**config.mk**
```make
export PLATFORM = sky130hd
export DESIGN_NAME = intra_hadamard4x4
export DESIGN_NICKNAME = d
export VERILOG_FILES = /design/src/intra_pkg.sv /design/src/intra_hadamard4x4.sv
export SDC_FILE = /design/constraint.sdc
export NUM_CORES = 1
export LEC_CHECK = 0
export BUFFER_PORTS_ARGS = -buffer_cell sky130_fd_sc_hd__buf_4
export CAP_MARGIN = 30
export CORE_MARGIN = 1
export CORE_UTILIZATION = 50
export DETAILED_ROUTE_END_ITERATION = 12
export PLACE_DENSITY = 0.78
export SLEW_MARGIN = 30
export SYNTH_ARGS = -nofsm -noshare
export SYNTH_HDL_FRONTEND = slang
export SYNTH_SLANG_ARGS = --single-unit
```
**constraint.sdc**
```tcl
create_clock -name vclk -period 7.4
set_input_delay 0.74 -clock vclk [all_inputs]
set_output_delay 0.74 -clock vclk [all_outputs]
set_load 0.05 [all_outputs]
```
**src/intra_pkg.sv**
```systemverilog
// Shared widths, pixel and cost types, mode enum and structs of the Intra 16x16 luma mode decision
package intra_pkg;

	//----------------------------------------------------------------------
	// Constants
	//----------------------------------------------------------------------
	localparam int BIT_DEPTH  = 8;
	localparam int BLK_PER_MB = 16;
	localparam int DC_DEFAULT = 128;

	//----------------------------------------------------------------------
	// Scalar types
	//----------------------------------------------------------------------
	typedef logic        [BIT_DEPTH-1:0]  pixel_t;
	typedef logic signed [BIT_DEPTH:0]    resid_t;
	typedef logic signed [BIT_DEPTH+4:0]  coef_t;
	typedef logic        [BIT_DEPTH+3:0]  abs_t;
	typedef logic        [BIT_DEPTH+7:0]  blk_cost_t;
	typedef logic        [BIT_DEPTH+11:0] mb_cost_t;
	// Upper two bits are the block row, lower two the block column
	typedef logic        [3:0]            blk_num_t;

	// All ones in 20 bits (1048575)
	localparam mb_cost_t COST_MAX = '1;

	typedef enum logic [1:0] {
		MODE_V  = 2'd0,
		MODE_H  = 2'd1,
		MODE_DC = 2'd2
	} pred_mode_t;

	//----------------------------------------------------------------------
	// Arrays, index 0 is leftmost or uppermost
	//----------------------------------------------------------------------
	typedef pixel_t [15:0] ref_line_t;
	typedef pixel_t [15:0] pix_blk_t;
	typedef resid_t [15:0] res_blk_t;
	typedef coef_t  [15:0] coef_blk_t;

	// Neighbour context of one macroblock
	typedef struct packed {
		ref_line_t top;
		ref_line_t left;
		logic      avail_t;
		logic      avail_l;
	} ref_ctx_t;

	// One 4x4 block request, last marks block 15 of a mode
	typedef struct packed {
		logic       valid;
		pred_mode_t mode;
		blk_num_t   num;
		logic       last;
	} blk_req_t;

endpackage

```
**src/intra_hadamard4x4.sv**
```systemverilog
// Combinational unnormalised 4x4 Hadamard transform of a residual block
`timescale 1ns/1ns

module intra_hadamard4x4 (
	input  intra_pkg::res_blk_t  res_i,
	output intra_pkg::coef_blk_t coef_o
);
	import intra_pkg::*;

	typedef coef_t [3:0] coef_row_t;

	// Four point butterfly, every output a +-1 sum of all inputs
	function automatic coef_row_t bfly4(input coef_row_t x);
		coef_row_t m;
		coef_row_t y;
		m[0] = x[0] + x[3];
		m[1] = x[1] + x[2];
		m[2] = x[1] - x[2];
		m[3] = x[0] - x[3];
		y[0] = m[0] + m[1];
		y[1] = m[3] + m[2];
		y[2] = m[0] - m[1];
		y[3] = m[3] - m[2];
		return y;
	endfunction

	coef_blk_t hor;
	coef_row_t row_in;
	coef_row_t row_out;
	coef_row_t col_in;
	coef_row_t col_out;

	//----------------------------------------------------------------------
	// Horizontal stage, one butterfly per row
	//----------------------------------------------------------------------
	always_comb begin
		for (int y = 0; y < 4; y++) begin
			for (int x = 0; x < 4; x++) begin
				row_in[x] = {{4{res_i[4*y+x][BIT_DEPTH]}}, res_i[4*y+x]};
			end
			row_out = bfly4(row_in);
			for (int x = 0; x < 4; x++) begin
				hor[4*y+x] = row_out[x];
			end
		end
	end

	//----------------------------------------------------------------------
	// Vertical stage, one butterfly per column
	//----------------------------------------------------------------------
	always_comb begin
		for (int x = 0; x < 4; x++) begin
			for (int y = 0; y < 4; y++) begin
				col_in[y] = hor[4*y+x];
			end
			col_out = bfly4(col_in);
			for (int y = 0; y < 4; y++) begin
				coef_o[4*y+x] = col_out[y];
			end
		end
	end

endmodule

```
Word-level counts from Yosys, hierarchy flattened
Index checks and enable logic that the tools add are counted.
{ "word_totals": {"reg_bits": 0, "in_bits": 144, "out_inout_bits": 208, "word_cells": 64} }
{ "op_classes": {"add_sub_neg": 64} }
{ "ops": {"columns": ["operator", "count"], "rows": [
  ["$add 12x12->13", 8],
  ["$sub 12x12->13", 8],
  ["$add 11x11->12", 8],
  ["$sub 11x11->12", 8],
  ["$add 10x10->11", 8],
  ["$sub 10x10->11", 8],
  ["$add 9x9->10", 8],
  ["$sub 9x9->10", 8]
]} }

Longest topological paths before layout
{ "logic_depth": {"word_depth": 4, "depth_mapped": 29, "ltp_nobuf": 27} }

Worst setup path after synthesis
No wires, ideal clock.
{ "synth_path": {"path_type": "in2out", "startpoint": "input res_i[81] (netlist bit)", "endpoint": "output coef_o[127] (netlist bit)", "arrival_ns": 7.440, "t_required_ns": 6.660, "slack_ns": -0.780, "path_stages": 25, "path_buffers": 3, "path_cell_list": "inv_1 ha_1 inv_1 fa_1 a21o_1 a211oi_1 nor2_1 o41ai_1 xnor2_1 ha_1 clkbuf_1 nor2b_1 a21oi_1 o211ai_1 or3_1 ha_1 clkbuf_1 nand2b_1 o21ai_0 a221o_1 or3_1 ha_1 clkbuf_1 nand2b_1 o311ai_0"} }
{ "synth_rtl": {"columns": ["element", "line", "rtl"], "rows": [
  ["start, declared", "intra_hadamard4x4.sv:5", "input intra_pkg::res_blk_t res_i,"],
  ["end, declared", "intra_hadamard4x4.sv:6", "output intra_pkg::coef_blk_t coef_o"]
]} }

==> run metrics <==
Layout area overhead 15.7%; PortBufs roughly 350; most frequent cells in the layout ha_1 (646), buf_4 (528), inv_1 (498), nor2_1 (352), xnor2_1 (334); most frequent CP cell ha_1; Synth area leaders ha_1 (27%), xnor2_1 (9.7%), inv_1 (6.0%); Hold Violations, Final 0; Netlist cell types 81; mean cell area of the mapped netlist a little over 7 µm²; f_max 0.138 GHz; unrepaired setup endpoints after global routing yes; dpl cells approximately 5500; share of layout cells above drive strength 1 0.156; Crit Path Category primary input to primary output; via count 32000; Max Slew Vio Count 0; NumNets Final approximately 5500; Yosys top cell by area ha_1; Die X between 200 and 300 µm; Starting Density 0.505; DR pass1 iterations 8; first-pass GRT wire length 152000 µm; register area 0 µm²; largest net degree at the start of global routing 16; grt met1 use 0.405; commonest non-fill, non-tap cell in the layout ha_1; CP endpoint kind primary output; Final ANT Viol Nets 0; crit path launch type primary input; DP Area about 0.035 mm²; Relative slew margins 0.557; slowest stage cell, crit path a2111oi_1; YS warnings 0; # Max-Cap Violations 0; sequential-to-total area share from yosys stat 0; status complete, no violations; Worst Path Arrival about 6.5 ns; seq_cells 0; All-Layer GR Usage 0.292; syn_nets between 5000 and 6000; via/cell ratio a little under 6; initial antenna violation count 10; Max FO, Critical Path 9; GP Congestion slightly above 1; CP top delay family compound AO/OA/AOI/OAI gates; routed len/inst 17.9 µm; GR Overflow Total 0; min cycle time layout 7.24 ns; DRC errors left 0; Detailed Route WL 98500 µm; mapped cell area around 0.031 mm²; met2 usage 0.484; vias in the first global route 28900; Final setup viols 0; Worst EP required 6.66 ns; CTS hold repair buffers 0; Final HPWL DP 84700 µm; post-route clock period utilization 0.979; I/O pin total ~350; Core Rows 91; Final Instance Area 0.0359 mm²; Gate Count Post-Synth 4325; worst min path class primary input to primary output; Critical path buffers and inverters 6; fin cells about 5500; DRT iter0 DRCs 2441; top cell type's share of synthesized area 0.271; Die ar. about 0.063 mm²; CP peak stage delay 0.59 ns; CLK BUF 0; core area about 0.06 mm²; met3 Use GR 0.0326; most crowded layer after global routing met2; Slew @ Worst Pin between 0.6 and 0.7 ns; die height approximately 250 µm
[logic make-up (layout without fill, tap and decap cells)]
kind of cell,after synthesis,count (layout),share of synthesized area
AND/OR/NAND/NOR,1203,1203,0.197
AO/OA/AOI/OAI,1117,1117,0.244
adder cells (fa/ha/maj),736,736,0.312
buffers and inverters,710,1033,0.0880
XOR/XNOR,533,533,0.150
multiplexers,26,26,0.00853
other,0,8,0
[layer usage]
layer	wire, µm	share of wire
met5	35	0.00036
met4	1990	0.020
met3	7390	0.075
met2	44800	0.45
met1	44400	0.45
[final timing paths]
kind                    from          end  depth (start not counted)
setup / recovery  res_i[108]  coef_o[154]                         26
hold / removal     res_i[27]   coef_o[91]                          7
[repair_timing]
action | 4_1_cts | 5_1_grt
setup buffers | 0 | 6
setup endpoints to repair | 2 | 54
resized for setup | 2 | 140
pin swaps | 0 | 24
[cell type report]
| cell class | instances | area (µm²) |
|---|---|---|
| multi-input combinational | 3615 | 29000 |
| fill | 5761 | 25700 |
| timing repair buffer | 529 | 3980 |
| inverter | 504 | 1890 |
| tap | 837 | 1050 |
| antenna | 8 | 20.0 |
[through the flow]
step,util,hold WS [ns],setup slack (ns),setup TNS [ns]
detailed placement,0.572,2.73,-0.0141,-0.0141
CTS,0.572,2.75,0.00394,0
floorplan,-,2.24,-0.188,-0.188
finish,0.584,2.79,0.155,0
global route,0.583,2.81,-0.0800,-0.390
global placement,0.572,2.75,-0.0200,-0.0200
[cell usage after synthesis (28+ instances only)]
library cell	n
xor2_1	189
o21bai_1	51
nor3_1	149
a21o_1	73
nand2b_1	92
nor2_1	357
a211o_1	28
a211oi_1	46
clkbuf_1	164
inv_1	500
xnor2_1	344
o21ai_0	194
a21oi_1	324
o31ai_1	36
nor2b_1	98
fa_1	64
o21a_1	29
and3_1	50
ha_1	672
nand3_1	64
nand2_1	149
nor4_1	35
or3_1	72
Power is left out: the tool's default activity adds up to more than one toggle a clock period on the data nets, which glitch-free logic cannot reach.
