File: src/intra_pkg.sv
// Shared widths, pixel and cost types, mode enum and structs of the Intra 16x16 luma mode decision
package intra_pkg;

	//----------------------------------------------------------------------
	// Constants
	//----------------------------------------------------------------------
	localparam int BIT_DEPTH  = 8;
	localparam int BLK_PER_MB = 16;
	localparam int DC_DEFAULT = 128;

	//----------------------------------------------------------------------
	// Scalar types
	//----------------------------------------------------------------------
	typedef logic        [BIT_DEPTH-1:0]  pixel_t;
	typedef logic signed [BIT_DEPTH:0]    resid_t;
	typedef logic signed [BIT_DEPTH+4:0]  coef_t;
	typedef logic        [BIT_DEPTH+3:0]  abs_t;
	typedef logic        [BIT_DEPTH+7:0]  blk_cost_t;
	typedef logic        [BIT_DEPTH+11:0] mb_cost_t;
	// Upper two bits are the block row, lower two the block column
	typedef logic        [3:0]            blk_num_t;

	// All ones in 20 bits (1048575)
	localparam mb_cost_t COST_MAX = '1;

	typedef enum logic [1:0] {
		MODE_V  = 2'd0,
		MODE_H  = 2'd1,
		MODE_DC = 2'd2
	} pred_mode_t;

	//----------------------------------------------------------------------
	// Arrays, index 0 is leftmost or uppermost
	//----------------------------------------------------------------------
	typedef pixel_t [15:0] ref_line_t;
	typedef pixel_t [15:0] pix_blk_t;
	typedef resid_t [15:0] res_blk_t;
	typedef coef_t  [15:0] coef_blk_t;

	// Neighbour context of one macroblock
	typedef struct packed {
		ref_line_t top;
		ref_line_t left;
		logic      avail_t;
		logic      avail_l;
	} ref_ctx_t;

	// One 4x4 block request, last marks block 15 of a mode
	typedef struct packed {
		logic       valid;
		pred_mode_t mode;
		blk_num_t   num;
		logic       last;
	} blk_req_t;

endpackage

File: src/intra16_pe.sv
// Intra 16x16 prediction element that builds the 4x4 prediction and its residual
`timescale 1ns/1ns

module intra16_pe (
	input  intra_pkg::blk_req_t req_i,
	input  intra_pkg::ref_ctx_t ref_i,
	input  intra_pkg::pixel_t   dc_i,
	input  intra_pkg::pix_blk_t ori_blk_i,
	output intra_pkg::res_blk_t res_o
);
	import intra_pkg::*;

	pix_blk_t pred;
	blk_num_t ref_idx_v;
	blk_num_t ref_idx_h;

	//----------------------------------------------------------------------
	// Prediction
	//----------------------------------------------------------------------
	// Pixel i sits at row i[3:2] and column i[1:0] of the block
	always_comb begin
		ref_idx_v = '0;
		ref_idx_h = '0;
		for (int i = 0; i < 16; i++) begin
			// Column x of block column c reads top[4c + x]
			ref_idx_v = {req_i.num[1:0], i[1:0]};
			// Row y of block row r reads left[4r + y]
			ref_idx_h = {req_i.num[3:2], i[3:2]};
			case (req_i.mode)
				MODE_V:  pred[i] = ref_i.top[ref_idx_v];
				MODE_H:  pred[i] = ref_i.left[ref_idx_h];
				default: pred[i] = dc_i;
			endcase
		end
	end

	//----------------------------------------------------------------------
	// Residual
	//----------------------------------------------------------------------
	// Formed for unavailable modes too, the cost unit masks them
	always_comb begin
		for (int i = 0; i < 16; i++) begin
			res_o[i] = resid_t'({1'b0, ori_blk_i[i]}) - resid_t'({1'b0, pred[i]});
		end
	end

endmodule

File: config.mk
export PLATFORM = sky130hd
export DESIGN_NAME = intra16_pe
export DESIGN_NICKNAME = d
export VERILOG_FILES = /design/src/intra_pkg.sv /design/src/intra16_pe.sv
export SDC_FILE = /design/constraint.sdc
export NUM_CORES = 1
export LEC_CHECK = 0
export BUFFER_PORTS_ARGS = -buffer_cell sky130_fd_sc_hd__buf_2
export CAP_MARGIN = 10
export CORE_AREA = 2 2 213 215
export DETAILED_ROUTE_END_ITERATION = 6
export DIE_AREA = 0 0 215 217
export PLACE_DENSITY = 0.47
export SYNTH_ARGS = -nofsm -noshare
export SYNTH_HDL_FRONTEND = slang
export SYNTH_SLANG_ARGS = --single-unit
File: constraint.sdc
create_clock -name vclk -period 11.63
set_input_delay 2.326 -clock vclk [all_inputs]
set_output_delay 2.326 -clock vclk [all_outputs]
set_load 0.01 [all_outputs]
[After elaboration in Yosys (flattened, before gate mapping)]
Index checks and enable logic that the tools add are counted.
Operators by class
  reductions and logical operators: 1
  $add $sub $neg: 16
  $lt $le $gt $ge: 8
  multiplexer cells: 32
  equality and inequality tests: 1
Operators by type and width (number)
  $pmux W8 S2: 16
  $sub A8 B8 Y9: 16
  $bmux W8 S2: 8
  $mux W8: 8
  $lt A4 B5 Y1 const B: 8
  $eq A2 B1 Y1 const B: 1
  $logic_not A2 Y1: 1
Storage, ports and cells
  word-level logic and storage cells: 58
  register bits: 0
  bits of input ports: 402

[Logic depth before layout (Yosys ltp)]
  depth in word-level cells: 4
  gate-level depth with buffers: 15
  mapped depth without buffers: 12

[Least setup slack after synthesis]
No wires, ideal clock.
  path kind: in2out
  start point: in req_i[3] (netlist name)
  end point: out res_o[134] (netlist name)
  buffers on the path: 3
  cell stages on the path: 14
  data arrival time: 4785 ps
  setup slack: 4519 ps
  cells stage by stage: buf_6 -> buf_12 -> nand2b_1 -> buf_2 -> o22ai_1 -> nor2_1 -> a21oi_1 -> ha_1 -> inv_1 -> fa_1 -> a21o_1 -> a21oi_1 -> o21ai_0 -> o41ai_1
RTL lines
  start, declared: line intra16_pe.sv:5  | input intra_pkg::blk_req_t req_i,
  end, declared: line intra16_pe.sv:9  | output intra_pkg::res_blk_t res_o

==> impl_metrics.yaml <==
status:
  status: "completed"
run:
  drv_cap: 0
finish:
  layout_common_cells: "541 x buf_2, 128 x ha_1, 115 x o21ai_1"
  finalNetCount: 2059
  area.growth.synth_to_final_pct: 45.08
  nFillCells: 5122
  seq_cells: 0
  layout-drive-gt1-share: 0.4044
  final_common_cell: "buf_2"
  register_area_um2: 0
  clkbuf_count: 0
  multiInputGateArea_mm2: 0.007249
timing:
  whs_ps: 5030
  setup_viol: 0
  tightest_slew_ps: 1145
  maxSlewHeadroom: 0.2352
  rsz0062_at_grt: "no"
  fin_setup_tns_ps: 0
  finalCritPeriodShare: 0.7495
  slew_viol_final: 0
  post-route-min-period_ps: 8717
  hold_violations: 0
  max_freq_mhz: 114.7
routing:
  dr_wl_met3_um: 3308
  antenna_left: 0
  num_vias: 9811
  met2_length_um: 25610
  drt_iter0_markers: 514
  wl_um: 51050
  first_pass_iters: 5
  drc: 0
  wl_met1_um: 20610
  via_per_inst: 4.643
  top_layer: "met5"
  wl_per_cell_um: 24.16
global_route:
  grt_pass1_wl_um: 69200
  grtUsageTotal: 0.2076
  grt_start_max_net_pins: 47
  grt_pass1_vias: 9893
  overflow: 0
  antenna_found_initial: 12
critical_path:
  cp_slowest_cell: "nor2b_1"
  worst_ep_required_time_ps: 9300
  startpoint_type: "input pin"
  cp.arrival_ps: 6390
  cp_slowest_stage_delay_ps: 860
  critical_path_buf_inv_count: 3
  path_common_cell: "buf_2"
  crit_type: "in -> out"
  critPathLaunch: "req_i[1]"
  crit_chain: "buf_2, buf_4, mux4_2, nor2b_1, o21ai_1, fa_1, a21o_1, a21oi_1, o21ai_0, o41ai_1, buf_2"
  cp_max_fo: 19
  critPathCaptureType: "output port"
  path_delay_family: "compound AO/OA/AOI/OAI gates"
synthesis:
  synth.distinct_cells: 38
  syn-num-nets: 1529
  yosysSeqAreaShare: 0
  netlist_instances: 983
  syn_area_per_cell_um2: 7.769
  synth_warnings: 0
  synth_area_mm2: 0.007637
place:
  gp_congestion: 0.8848
  hpwlAfterDp_um: 43740
  port_buffers: 542
clocking:
  cts_setup_buffers: 0
  cts_hold_buf: 0
  cts_resized: 0
hold_path:
  hp-class: "in -> out"
  hold_path_startpoint: "ori_blk_i[127]"
  whs_endpoint: "res_o[143]"
  min_path_cells: 4
power:
  irDropWorstVdd_uv: 36.40
  powerDensity_mw_per_mm2: 81.16
  p_leak_uw: 0.005522
die:
  initial_core_util: 0.1709
  row_count: 78
  dieHeight_um: 217
  core-area_mm2: 0.04470
  io_pins: 546
  die_area_mm2: 0.04666
  die_x_um: 215
==> synth_stat cells, drive strengths merged, types with 3 or more instances <==
library cell / number / area (um2)
nand2b: 24 / 150.1
clkbuf: 13 / 48.80
mux2i: 42 / 420.4
o21ai: 161 / 805.8
mux4: 44 / 998.5
a221oi: 12 / 105.1
nand4: 3 / 18.77
o41ai: 13 / 113.9
ha: 128 / 1602
nand3: 16 / 80.08
xor2: 20 / 175.2
inv: 50 / 187.7
o22ai: 3 / 18.77
fa: 16 / 320.3
o2111ai: 10 / 87.58
buf: 24 / 158.9
o21a: 21 / 157.7
nor2: 113 / 424.2
a21o: 33 / 247.7
nand2: 38 / 142.6
nor3: 14 / 70.07
xnor2: 73 / 639.4
a21oi: 47 / 239.0
nor2b: 53 / 331.6
==> how the worst max path moves through the flow <==
stage | slack, ps | to | depth (start not counted)
global route | 2570 | res_o[35] | 11
detailed placement | 2900 | res_o[35] | 11
finish | 2910 | res_o[35] | 11
CTS | 2890 | res_o[35] | 11
global placement | 2970 | res_o[35] | 11
floorplan | 4520 | res_o[134] | 14
==> per-layer routing <==
metal  vias to the layer above  track usage
li1                       4690            -
met1                      4596       0.2493
met2                       455       0.3867
met3                        60      0.03396
met4                        10      0.04506
met5                         -            0
==> final cells by class <==
type / count / share of cell area
Multi-Input combinational cell: 896 / 0.6542
Timing Repair Buffer: 565 / 0.2606
Tap cell: 600 / 0.06775
Inverter: 50 / 0.01694
Antenna cell: 2 / 0.0004517
==> kinds of logic (layout without fill, tap and decap cells) <==
| logic type | after synthesis | after routing | share of synthesized area |
|---|---|---|---|
| AOI/OAI and AO/OA | 305 | 305 | 0.2377 |
| and+or+nand+nor | 268 | 268 | 0.1664 |
| adders and majority gates | 144 | 144 | 0.2516 |
| xor gates and xnor gates | 93 | 93 | 0.1067 |
| buffers and inverters | 87 | 615 | 0.05177 |
| muxes | 86 | 86 | 0.1858 |
| other | 0 | 2 | 0 |
==> where the power goes <==
| group | switching (uW) | leakage (uW) | total, uW | internal [uW] |
|---|---|---|---|---|
| combinational | 514 | 0.00552 | 899 | 385 |
| clock | 0 | 0.0000000127 | 0.0000230 | 0.0000230 |
| sequential | 0 | 0 | 0 | 0 |
==> worst min-delay path, cell delays in order <==
cell	delay, ps
buf_2	80
ha_1	130
a21oi_1	40
buf_2	130
==> per-stage QoR <==
step | setup slack, ps | util | power [uW] | instances | instance area [um2]
global placement | 2970 | 0.2478 | 900.0 | 2111 | 11080
global route | 2572 | 0.2479 | 977.7 | 2113 | 11080
detailed placement | 2904 | 0.2478 | 908.0 | 2111 | 11080
CTS | 2892 | 0.2478 | 912.8 | 2111 | 11080
finish | 2913 | 0.2479 | 899.3 | 2113 | 11080
floorplan | 4519 | - | 516.5 | 983 | 7637
No activity file was read; power rests on OpenSTA's default activity.
