File: src/intra_pkg.sv
// Shared widths, pixel and cost types, mode enum and structs of the Intra 16x16 luma mode decision
package intra_pkg;

	//----------------------------------------------------------------------
	// Constants
	//----------------------------------------------------------------------
	localparam int BIT_DEPTH  = 8;
	localparam int BLK_PER_MB = 16;
	localparam int DC_DEFAULT = 128;

	//----------------------------------------------------------------------
	// Scalar types
	//----------------------------------------------------------------------
	typedef logic        [BIT_DEPTH-1:0]  pixel_t;
	typedef logic signed [BIT_DEPTH:0]    resid_t;
	typedef logic signed [BIT_DEPTH+4:0]  coef_t;
	typedef logic        [BIT_DEPTH+3:0]  abs_t;
	typedef logic        [BIT_DEPTH+7:0]  blk_cost_t;
	typedef logic        [BIT_DEPTH+11:0] mb_cost_t;
	// Upper two bits are the block row, lower two the block column
	typedef logic        [3:0]            blk_num_t;

	// All ones in 20 bits (1048575)
	localparam mb_cost_t COST_MAX = '1;

	typedef enum logic [1:0] {
		MODE_V  = 2'd0,
		MODE_H  = 2'd1,
		MODE_DC = 2'd2
	} pred_mode_t;

	//----------------------------------------------------------------------
	// Arrays, index 0 is leftmost or uppermost
	//----------------------------------------------------------------------
	typedef pixel_t [15:0] ref_line_t;
	typedef pixel_t [15:0] pix_blk_t;
	typedef resid_t [15:0] res_blk_t;
	typedef coef_t  [15:0] coef_blk_t;

	// Neighbour context of one macroblock
	typedef struct packed {
		ref_line_t top;
		ref_line_t left;
		logic      avail_t;
		logic      avail_l;
	} ref_ctx_t;

	// One 4x4 block request, last marks block 15 of a mode
	typedef struct packed {
		logic       valid;
		pred_mode_t mode;
		blk_num_t   num;
		logic       last;
	} blk_req_t;

endpackage

File: src/intra16_cost.sv
// Intra 16x16 cost unit that sums absolute coefficients per mode and keeps the cheapest mode
`timescale 1ns/1ns

module intra16_cost (
	input  logic                  clk,
	input  logic                  rst_n,
	input  intra_pkg::blk_req_t   req_i,
	input  logic                  avail_t_i,
	input  logic                  avail_l_i,
	input  intra_pkg::coef_blk_t  coef_i,
	output intra_pkg::pred_mode_t mode_o,
	output intra_pkg::mb_cost_t   cost_o,
	output logic                  done_o
);
	import intra_pkg::*;

	abs_t [15:0]          abs_q;
	blk_req_t             req_d;
	logic [BIT_DEPTH+8:0] abs_sum;
	blk_cost_t            blk_cost;
	mb_cost_t             acc_q;
	mb_cost_t             mode_cost;
	mb_cost_t             cand_cost;
	logic                 mode_avail;
	logic                 take_cand;
	pred_mode_t           best_mode_q;
	mb_cost_t             best_cost_q;
	pred_mode_t           new_mode;
	mb_cost_t             new_cost;

	// Stage 1, absolute values travel with the delayed request
	always_ff @(posedge clk) begin
		for (int i = 0; i < 16; i++) begin
			abs_q[i] <= abs_t'(coef_i[i][BIT_DEPTH+4] ? -coef_i[i] : coef_i[i]);
		end
	end

	always_ff @(posedge clk or negedge rst_n) begin
		if (!rst_n) begin
			req_d <= '0;
		end else begin
			req_d <= req_i;
		end
	end

	always_comb begin
		abs_sum = '0;
		for (int i = 0; i < 16; i++) begin
			abs_sum += abs_q[i];
		end
		blk_cost  = blk_cost_t'(abs_sum >> 1);
		mode_cost = acc_q + blk_cost;
		case (req_d.mode)
			MODE_V:  mode_avail = avail_t_i;
			MODE_H:  mode_avail = avail_l_i;
			default: mode_avail = 1'b1;
		endcase
		cand_cost = mode_avail ? mode_cost : COST_MAX;
		// Vertical opens the race, later modes must be strictly cheaper
		take_cand = (req_d.mode == MODE_V) || (cand_cost < best_cost_q);
		new_mode  = take_cand ? req_d.mode : best_mode_q;
		new_cost  = take_cand ? cand_cost : best_cost_q;
	end

	//----------------------------------------------------------------------
	// Stage 2, accumulate and select
	//----------------------------------------------------------------------
	always_ff @(posedge clk or negedge rst_n) begin
		if (!rst_n) begin
			acc_q       <= '0;
			best_mode_q <= MODE_V;
			best_cost_q <= '0;
			mode_o      <= MODE_V;
			cost_o      <= '0;
			done_o      <= 1'b0;
		end else begin
			done_o <= 1'b0;
			if (req_d.valid) begin
				if (req_d.last) begin
					acc_q       <= '0;
					best_mode_q <= new_mode;
					best_cost_q <= new_cost;
					if (req_d.mode == MODE_DC) begin
						mode_o <= new_mode;
						cost_o <= new_cost;
						done_o <= 1'b1;
					end
				end else begin
					acc_q <= mode_cost;
				end
			end
		end
	end

endmodule

File: config.mk
export PLATFORM = sky130hd
export DESIGN_NAME = intra16_cost
export DESIGN_NICKNAME = d
export VERILOG_FILES = /design/src/intra_pkg.sv /design/src/intra16_cost.sv
export SDC_FILE = /design/constraint.sdc
export NUM_CORES = 1
export LEC_CHECK = 0
export BUFFER_PORTS_ARGS = -buffer_cell sky130_fd_sc_hd__buf_4
export CORE_MARGIN = 3
export CORE_UTILIZATION = 59
export CTS_BUF_LIST = sky130_fd_sc_hd__clkbuf_16
export DETAILED_ROUTE_END_ITERATION = 6
export GPL_TIMING_DRIVEN = 0
export PLACE_DENSITY_LB_ADDON = 0.15
export RECOVER_POWER = 25
export SETUP_SLACK_MARGIN = 0.1
export SLEW_MARGIN = 25
export SYNTH_ARGS = -nofsm -noshare
export SYNTH_HDL_FRONTEND = slang
export SYNTH_SLANG_ARGS = --single-unit
File: constraint.sdc
create_clock -name clk -period 11.46 [get_ports clk]
set_clock_uncertainty 0.1 [all_clocks]
set_input_delay 1.719 -clock clk [delete_from_list [all_inputs] [get_ports clk]]
set_output_delay 1.719 -clock clk [all_outputs]
set_load 0.02 [all_outputs]
# Word-level counts from Yosys, hierarchy flattened
# Index checks and enable logic that the tools add are counted.
dict set report word_totals {
  register_bits 261
  in_bits 220
  out_inout_bits 23
  elab_cells 88
}
dict set report op_classes {
  n_addsub 32
  order_cmp 1
  eq_ne 2
  n_mux 24
  n_reduce_logical 4
}
# op n
set op_table {}
lappend op_table {{$mux 12} 16}
lappend op_table {{$neg 12->12} 16}
lappend op_table {{$add 17x12->17} 10}
lappend op_table {{$mux 20} 3}
lappend op_table {{$add 20x16->20} 1}
lappend op_table {{$lt 20x20->1} 1}
lappend op_table {{$add 16x12->17} 1}
lappend op_table {{$add 15x12->16} 1}
lappend op_table {{$add 14x12->15} 1}
lappend op_table {{$add 13x12->14} 1}
lappend op_table {{$add 12x12->13} 1}
lappend op_table {{$mux 1} 3}
lappend op_table {{$reduce_and 3->1} 1}
lappend op_table {{$eq 2x1->1 const B} 1}
lappend op_table {{$eq 2x2->1 const B} 1}
lappend op_table {{$logic_not 2->1} 1}
lappend op_table {{$mux 2} 1}
lappend op_table {{$pmux 1 s2} 1}
lappend op_table {{$reduce_and 2->1} 1}
lappend op_table {{$logic_or 1x1->1} 1}

# Depth between registers and ports, before layout
# Gate-level depths: netlist of run 1.
dict set report depth {
  depth_word 20
  depth_mapped 40
  ltp_nobuf 38
}

# Worst setup path before layout of run 1
# No wires, ideal clock.
dict set report synth_path {
  path_type {reg-to-reg}
  startpoint {reg abs_q[3] (netlist name)}
  endpoint {reg best_cost_q[0]}
  setup_time_ns 0.125
  arrival_ns 8.430
  required_time_ns 11.235
  path_slack_ns 2.805
  path_stages_with_launch 36
  n_path_buf 2
  synth_period_minus_slack_ns 8.655
  cell_sequence {dfxtp_1 > inv_1 > fa_1 > inv_1 > fa_1 > fa_1 > fa_1 > fa_1 > inv_1 > fa_1 > inv_1 > ha_1 > a211oi_1 > o21bai_1 > a31oi_1 > o21ai_0 > o41ai_1 > xnor2_1 > ha_1 > clkbuf_1 > nand2_1 > nor2_1 > nand2_1 > nor3_1 > mux2i_1 > o2111a_1 > inv_1 > ha_1 > nand4_1 > nor3_1 > o2111ai_1 > a21oi_2 > o22ai_2 > and2_1 > buf_6 > mux2_4}
}
dict set report synth_via {
  elab_chain_cells 20
}
# item line_no
set synth_lines {}
lappend synth_lines {{start, declared} intra16_cost.sv:17} ;# abs_t [15:0] abs_q;
lappend synth_lines {{start signal, assigned by index} intra16_cost.sv:34} ;# abs_q[i] <= abs_t'(coef_i[i][BIT_DEPTH+4] ? -coef_i[i] : coef_i[i]);
lappend synth_lines {{$add 12x12->13} intra16_cost.sv:49} ;# abs_sum += abs_q[i];
lappend synth_lines {{$add 13x12->14} intra16_cost.sv:49}
lappend synth_lines {{$add 14x12->15} intra16_cost.sv:49}
lappend synth_lines {{$add 15x12->16} intra16_cost.sv:49}
lappend synth_lines {{$add 16x12->17} intra16_cost.sv:49}
lappend synth_lines {{$add 17x12->17 (10 in a row)} intra16_cost.sv:49}
lappend synth_lines {{$add 20x16->20} intra16_cost.sv:52} ;# mode_cost = acc_q + blk_cost;
lappend synth_lines {{$mux 20} intra16_cost.sv:58} ;# cand_cost = mode_avail ? mode_cost : COST_MAX;
lappend synth_lines {{$lt 20x20->1} intra16_cost.sv:60} ;# take_cand = (req_d.mode == MODE_V) || (cand_cost < best_cost_q);
lappend synth_lines {{$logic_or 1x1->1} intra16_cost.sv:60}
lappend synth_lines {{$mux 20} intra16_cost.sv:62} ;# new_cost = take_cand ? cand_cost : best_cost_q;
lappend synth_lines {{end signal, assigned} intra16_cost.sv:82} ;# best_cost_q <= new_cost;
lappend synth_lines {{end, declared} intra16_cost.sv:27} ;# mb_cost_t best_cost_q;
# No other way between the ends.
# A chain may end at the register's enable or synchronous reset.

# Final worst setup path of run 1
dict set report layout_path {
  startpoint {reg abs_q[3] (netlist name)}
  endpoint {reg best_cost_q[7]}
}
dict set report layout_via {
  elab_chain_cells 20
}
# item line_no
set layout_lines {}
lappend layout_lines {{$add 12x12->13 (*)} intra16_cost.sv:49}
lappend layout_lines {{$add 13x12->14 (*)} intra16_cost.sv:49}
lappend layout_lines {{$add 14x12->15 (*)} intra16_cost.sv:49}
lappend layout_lines {{$add 15x12->16 (*)} intra16_cost.sv:49}
lappend layout_lines {{$add 16x12->17 (*)} intra16_cost.sv:49}
lappend layout_lines {{$add 17x12->17 (*) (10 in a row)} intra16_cost.sv:49}
lappend layout_lines {{$add 20x16->20 (*)} intra16_cost.sv:52}
lappend layout_lines {{$mux 20 (*)} intra16_cost.sv:58}
lappend layout_lines {{$lt 20x20->1} intra16_cost.sv:60}
lappend layout_lines {{$logic_or 1x1->1} intra16_cost.sv:60}
lappend layout_lines {{$mux 20 (*)} intra16_cost.sv:62}
# Mark *: on every way between the ends. The rest lies on a longest branch, timed or not.

==> summary.md, run 1 <==
| Metric | Value |
|---|---|
| Status | finished with violations |
| Failing checks | max-capacitance violations, max-slew violations |
| Netlist cell types | 61 |
| Core Area | 27400 sq um |
| DR WL/cell | 17.0 um |
| Critical Path Start Type | flop |
| Relative slew slack | -1.47 |
| Wire length of the first global-routing pass | 65.1 mm |
| Drt total wl | 40.7 mm |
| Initial Util | 0.610 |
| Maximum clock frequency | 0.0962 GHz |
| Overflow after GRT | 0 |
| Final period util | 0.907 |
| Die width | 174 um |
| Most frequent CP cell | fa_1 |
| Data required time of the worst path | 11770 ps |
| Clock sinks | 261 |
| Synth top area share | 0.230 |
| Final Max Slew Viols | 70 |
| EDFF count, synth | 0 |
| Worst Path Arrival | 10700 ps |
| Synth warn | 0 |
| Via density | 5.28 |
| Hold path depth | 2 |
| Area Overhead vs Synth | 18.9% |
| Kind of critical path | reg2reg |
| Initial antenna violation count | 2 |
| Top-count cell post-synth | inv_1 |
| CTS Buf Count | 28 |
| Residual DRC count | 0 |
| Worst Path Max Fanout | 10 |
| Number of global-route vias before repair | 13203 |
| Synth Cell Area | 16700 sq um |
| Via count | 12677 |
| Die height | 174 um |
| GP Congestion | 0.901 |
| Clock root cell | clkbuf_16 |
| Worst setup EP type | flop |
| Mapped Avg Cell Area | 9.62 sq um |
| Synth Net Count | 2200 |
| Post-cts sizing count | 0 |
| Top cells by area, synth | dfxtp_1, fa_1, dfrtp_1 |
| First-pass DRT Iterations | 6 |
| Sequential share of the synthesized area | 0.333 |
| DP Cell Count | 2348 |
| Post-synth ARST share | 0.264 |
| DP Wirelength | 33.6 mm |
| Iter 0 DRT Violations | 631 |
| Port bufs | 238 |
| Final period demand of the worst path | 10390 ps |
| Total GRT Usage | 0.268 |
| Worst Max-Slew Pin Slew | 3700 ps |
| WHS | 378 ps |
| Final hold violations | 0 |
| Largest net degree at the start of global routing | 70 |
| RSZ-0062 raised after global routing | no |
| Final setup viols | 0 |
| N_diodes | 0 |
| R2R depth | 36 |
| Largest area contributor in the netlist | dfxtp_1 |
| Fin Setup TNS | 0 ps |
| Clk Latency, worst-skew pair | 550 ps |
| H-tree depth | 1 |
| Post-CTS Hold Buffers | 0 |
| FP Rows | 60 |
| Yosys reg bits | 261 |
| Max Root-Sink Buffers | 3 |
| Max_cap viols | 1 |
| Gate Count Post-Synth | 1738 |
| CP max stage cell | fa_1 |
| CTS tree | done |
| Layout cells sized above 1 | 0.138 |
| Die ar. | 30400 sq um |
| Detail Route Antenna Nets | 0 |
| Largest stage delay on the critical path | 590 ps |
| Fin nets | 2468 |
| Ports | 243 |
| Post-synth top cells | inv_1, dfxtp_1, xnor2_1 |
| Dominant synthesized flop cell | dfxtp_1 |
| HP Class | reg2reg |
| Postcts setup bufs | 0 |
| Final std cells w/o fill | 2400 |
| Clk slew on worst S/H paths | 60 ps |
## layout make-up
type,instances,area (sq um)
repair buffers,238,1710
well taps,372,465
inverters,365,1370
clock inverters,24,287
clock buffers,28,701
plain buffers,36,146
multi-input cells,1076,9630
fillers,2077,7530
flip-flops and latches,261,5570
## sequential cells by signal, summed over array words and instances (netlist names)
register     flops
mode_o           2
best_mode_q      2
acc_q           20
best_cost_q     20
req_d            4
done_o           1
abs_q          192
cost_o          20
## through the flow
step	utilization	area (sq um)	worst slack (ps)
3_5_place_dp	0.692	19000	1210
5_1_grt	0.725	19900	496
6_report	0.725	19900	1070
2_1_floorplan	-	16700	2800
3_3_place_gp	0.692	19000	1400
4_1_cts	0.728	20000	1080
## per-layer routing
metal  track usage  up-vias  routed length, um  part of all wire
met5             0        -                 22           0.00054
li1              -     6118                  -                 -
met1         0.321     6092              16400              0.40
met2         0.486      373              20500              0.50
met4        0.0818        4               1320             0.032
met3        0.0544       90               2450             0.060
## critical path: cells and delay by family, from the launching register on
kind	cells	cell delay, ps
multiplexers	1	270
AO/OA/AOI/OAI	10	2560
AND/OR/NAND/NOR	7	1370
XOR/XNOR	1	170
adder cells (fa/ha/maj)	9	4260
buffers and inverters	8	1180
flip-flops	1	320
## cell usage in the layout (no fill, tap or decap), drive strengths merged, types with 4 or more instances in the layout
| master | netlist | layout |
|---|---|---|
| a211oi | 8 | 8 |
| a21o | 8 | 8 |
| a21oi | 40 | 40 |
| a31oi | 4 | 4 |
| and2 | 6 | 6 |
| and3 | 7 | 7 |
| buf | 5 | 218 |
| bufinv | 0 | 6 |
| clkbuf | 31 | 84 |
| clkinv | 0 | 11 |
| dfrtp | 69 | 69 |
| dfxtp | 192 | 192 |
| fa | 165 | 165 |
| ha | 77 | 77 |
| inv | 365 | 369 |
| mux2 | 4 | 4 |
| mux2i | 15 | 15 |
| nand2 | 129 | 129 |
| nand2b | 22 | 22 |
| nand3 | 38 | 38 |
| nor2 | 43 | 43 |
| nor2b | 6 | 6 |
| nor3 | 15 | 15 |
| o2111ai | 4 | 4 |
| o21ai | 123 | 123 |
| o221ai | 5 | 5 |
| o2bb2ai | 9 | 9 |
| o31ai | 52 | 52 |
| o32ai | 4 | 4 |
| o41ai | 17 | 17 |
| or3 | 39 | 39 |
| or4 | 16 | 16 |
| xnor2 | 174 | 174 |
| xor2 | 7 | 7 |
## kinds of logic (layout without fill, tap and decap cells)
kind of cell / Yosys count / count (layout) / share of synthesized area
simple gates: 330 / 330 / 0.0953
fa+ha+maj: 242 / 242 / 0.255
buf+inv: 401 / 691 / 0.0907
flops: 261 / 261 / 0.333
xor+xnor: 181 / 181 / 0.0948
mux: 19 / 19 / 0.0124
compound gates: 304 / 304 / 0.118
## path summary, 6_finish.rpt
check / startpoint / to / slack [ps]
max: abs_q[3] / best_cost_q[7] / 1070
min: mode_o[1] / mode_o[1] / 380
max reg2reg: abs_q[3] / best_cost_q[7] / 1070
min reg2reg: mode_o[1] / mode_o[1] / 380
max in group asynchronous: rst_n / cost_o[0] / 6830
min in group asynchronous: rst_n / mode_o[0] / 2330
Power of run 1 is left out: the tool's default activity adds up to more than one toggle a clock period on the data nets, which glitch-free logic cannot reach.
==> run 2, diff against run 1 <==
--- a/config.mk
+++ b/config.mk
@@ -10,11 +10,9 @@
 export CORE_UTILIZATION = 59
 export CTS_BUF_LIST = sky130_fd_sc_hd__clkbuf_16
 export DETAILED_ROUTE_END_ITERATION = 6
-export GPL_TIMING_DRIVEN = 0
 export PLACE_DENSITY_LB_ADDON = 0.15
-export RECOVER_POWER = 25
 export SETUP_SLACK_MARGIN = 0.1
-export SLEW_MARGIN = 25
+export SLEW_MARGIN = 20
 export SYNTH_ARGS = -nofsm -noshare
 export SYNTH_HDL_FRONTEND = slang
 export SYNTH_SLANG_ARGS = --single-unit
==> run 2 against run 1 <==
The run now ends clean. Hold slack got worse by 8.7 ps. Register-to-register slack gained 290 ps. Cell count fell by 1.4%. Utilization decreased by 0.18 points. Highest routed layer is now met4.
==> summary.md, run 2 (synthesized netlist as in run 1, its figures left out) <==
| Metric | Value |
|---|---|
| Status | finished clean (was finished with violations) |
| RSZ-0062 raised after global routing | no (unchanged) |
| Data required time of the worst path | 11780 ps (was 11770 ps) |
| Port bufs | 238 (unchanged) |
| Initial Util | 0.610 (unchanged) |
| Worst Path Arrival | 10430 ps (was 10700 ps) |
| Largest stage delay on the critical path | 590 ps (about the same) |
| Largest net degree at the start of global routing | 70 (unchanged) |
| Critical Path Start Type | flop (unchanged) |
| Most frequent CP cell | fa_1 (unchanged) |
| Number of global-route vias before repair | 12856 (was 13203) |
| Worst Max-Slew Pin Slew | 1020 ps (was 3700 ps) |
| Clock sinks | 261 (unchanged) |
| Clk slew on worst S/H paths | 60 ps (about the same) |
| Layout Utilization | 0.723 (was 0.725) |
| Max_cap viols | 0 (was 1) |
| Final setup viols | 0 (unchanged) |
| Final hold violations | 0 (unchanged) |
| H-tree depth | 1 (unchanged) |
| Worst Path Max Fanout | 20 (was 10) |
| Delay-heaviest family, CP | adder cells (unchanged) |
| Wire length of the first global-routing pass | 63.2 mm (was 65.1 mm) |
| Kind of critical path | reg2reg (unchanged) |
| Number of flip-flops in the largest register | 192 (unchanged) |
| Worst setup EP type | flop (unchanged) |
| Final period util | 0.882 (was 0.907) |
| CTS Buf Count | 28 (unchanged) |
| Post-route design area | 19800 sq um (was 19900 sq um) |
| Largest reg by FF count | abs_q (unchanged) |
| Most frequent cells in the layout | inv_1, buf_4, dfxtp_1, xnor2_1, fa_1 (unchanged) |
| Clock root cell | clkbuf_16 (unchanged) |
| Post-cts sizing count | 0 (unchanged) |
| Core Area | 27400 sq um (unchanged) |
| Fin Setup TNS | 0 ps (unchanged) |
| Via count | 12448 (was 12677) |
| Area after DPL | 18800 sq um (was 19000 sq um) |
| Final Max Slew Viols | 0 (was 70) |
| Relative slew slack | 0.317 (was -1.47) |
| Dpl ws | 1310 ps (was 1210 ps) |
| FP Rows | 60 (unchanged) |
| Postcts setup bufs | 0 (unchanged) |
| Overflow after GRT | 0 (unchanged) |
| CTS tree | done (unchanged) |
| DR WL/cell | 16.3 um (was 17.0 um) |
| Commonest non-fill, non-tap cell in the layout | inv_1 (unchanged) |
| HP Class | reg2reg (unchanged) |
| Die height | 174 um (unchanged) |
| Detail Route Antenna Nets | 0 (unchanged) |
| Initial antenna violation count | 0 (was 2) |
| Die width | 174 um (unchanged) |
| Layout cells sized above 1 | 0.151 (was 0.138) |
| Die ar. | 30400 sq um (unchanged) |
| Area Overhead vs Synth | 18.6% (was 18.9%) |
| Drt total wl | 38.7 mm (was 40.7 mm) |
| Max Root-Sink Buffers | 3 (unchanged) |
| Via density | 5.26 (was 5.28) |
| DP Wirelength | 31.8 mm (was 33.6 mm) |
| First-pass DRT Iterations | 5 (was 6) |
| GP Congestion | 0.910 (was 0.901) |
| N_diodes | 0 (unchanged) |
| Clk Latency, worst-skew pair | 560 ps (was 550 ps) |
| Post-CTS Hold Buffers | 0 (unchanged) |
| Total GRT Usage | 0.257 (was 0.268) |
| Final period demand of the worst path | 10110 ps (was 10390 ps) |
| CP max stage cell | fa_1 (unchanged) |
| Iter 0 DRT Violations | 551 (was 631) |
| Residual DRC count | 0 (unchanged) |
| Final WS setup | 1350 ps (was 1070 ps) |
| Ports | 243 (unchanged) |
| CP bufs+invs | 5 (was 8) |
| Maximum clock frequency | 0.0989 GHz (was 0.0962 GHz) |
| Fin nets | 2434 (was 2468) |
run 2: path summary, 6_finish.rpt:
check / startpoint / end / slack (ps) / depth (start not counted)
worst max-delay path: abs_q[75] / best_cost_q[0] / 1350 / 33
worst min-delay path: mode_o[1] / mode_o[1] / 370 / 2
worst max register to register: abs_q[75] / best_cost_q[0] / 1350 / 33
worst min register to register: mode_o[1] / mode_o[1] / 370 / 2
max in group asynchronous: rst_n / acc_q[12] / 9490 / 1
min in group asynchronous: rst_n / req_d[6] / 1190 / 1
run 2: worst register-to-register path: cells and delay by family, from the launching register on:
family / cells / cell delay (ps)
flops: 1 / 310
mux: 2 / 670
simple gates: 7 / 1740
compound gates: 10 / 2580
fa+ha+maj: 9 / 4300
buf+inv: 5 / 300
run 2: final cells by class:
| class | count | area [sq um] |
|---|---|---|
| sequential | 261 | 5570 |
| clock buffer | 30 | 751 |
| tap | 372 | 465 |
| clock inverter | 22 | 239 |
| fill | 2092 | 7580 |
| multi-input combinational | 1076 | 9630 |
| inverter | 365 | 1370 |
| timing repair buffer | 240 | 1800 |
run 2: layer usage:
layer | up-vias | GRT usage | wire (um)
met5 | - | 0 | 0
met4 | 0 | 0.0794 | 1280
met3 | 80 | 0.0487 | 2340
met2 | 347 | 0.454 | 19200
met1 | 5963 | 0.320 | 15800
li1 | 6058 | - | -
run 2: stage by stage:
step | hold slack [ps] | cells
after detailed placement | 361 | 2314
after floorplan | 358 | 1738
final | 369 | 2366
after CTS | 374 | 2366
after global placement | 355 | 2314
after global routing | 407 | 2366
Power of run 2 is left out for the same reason.
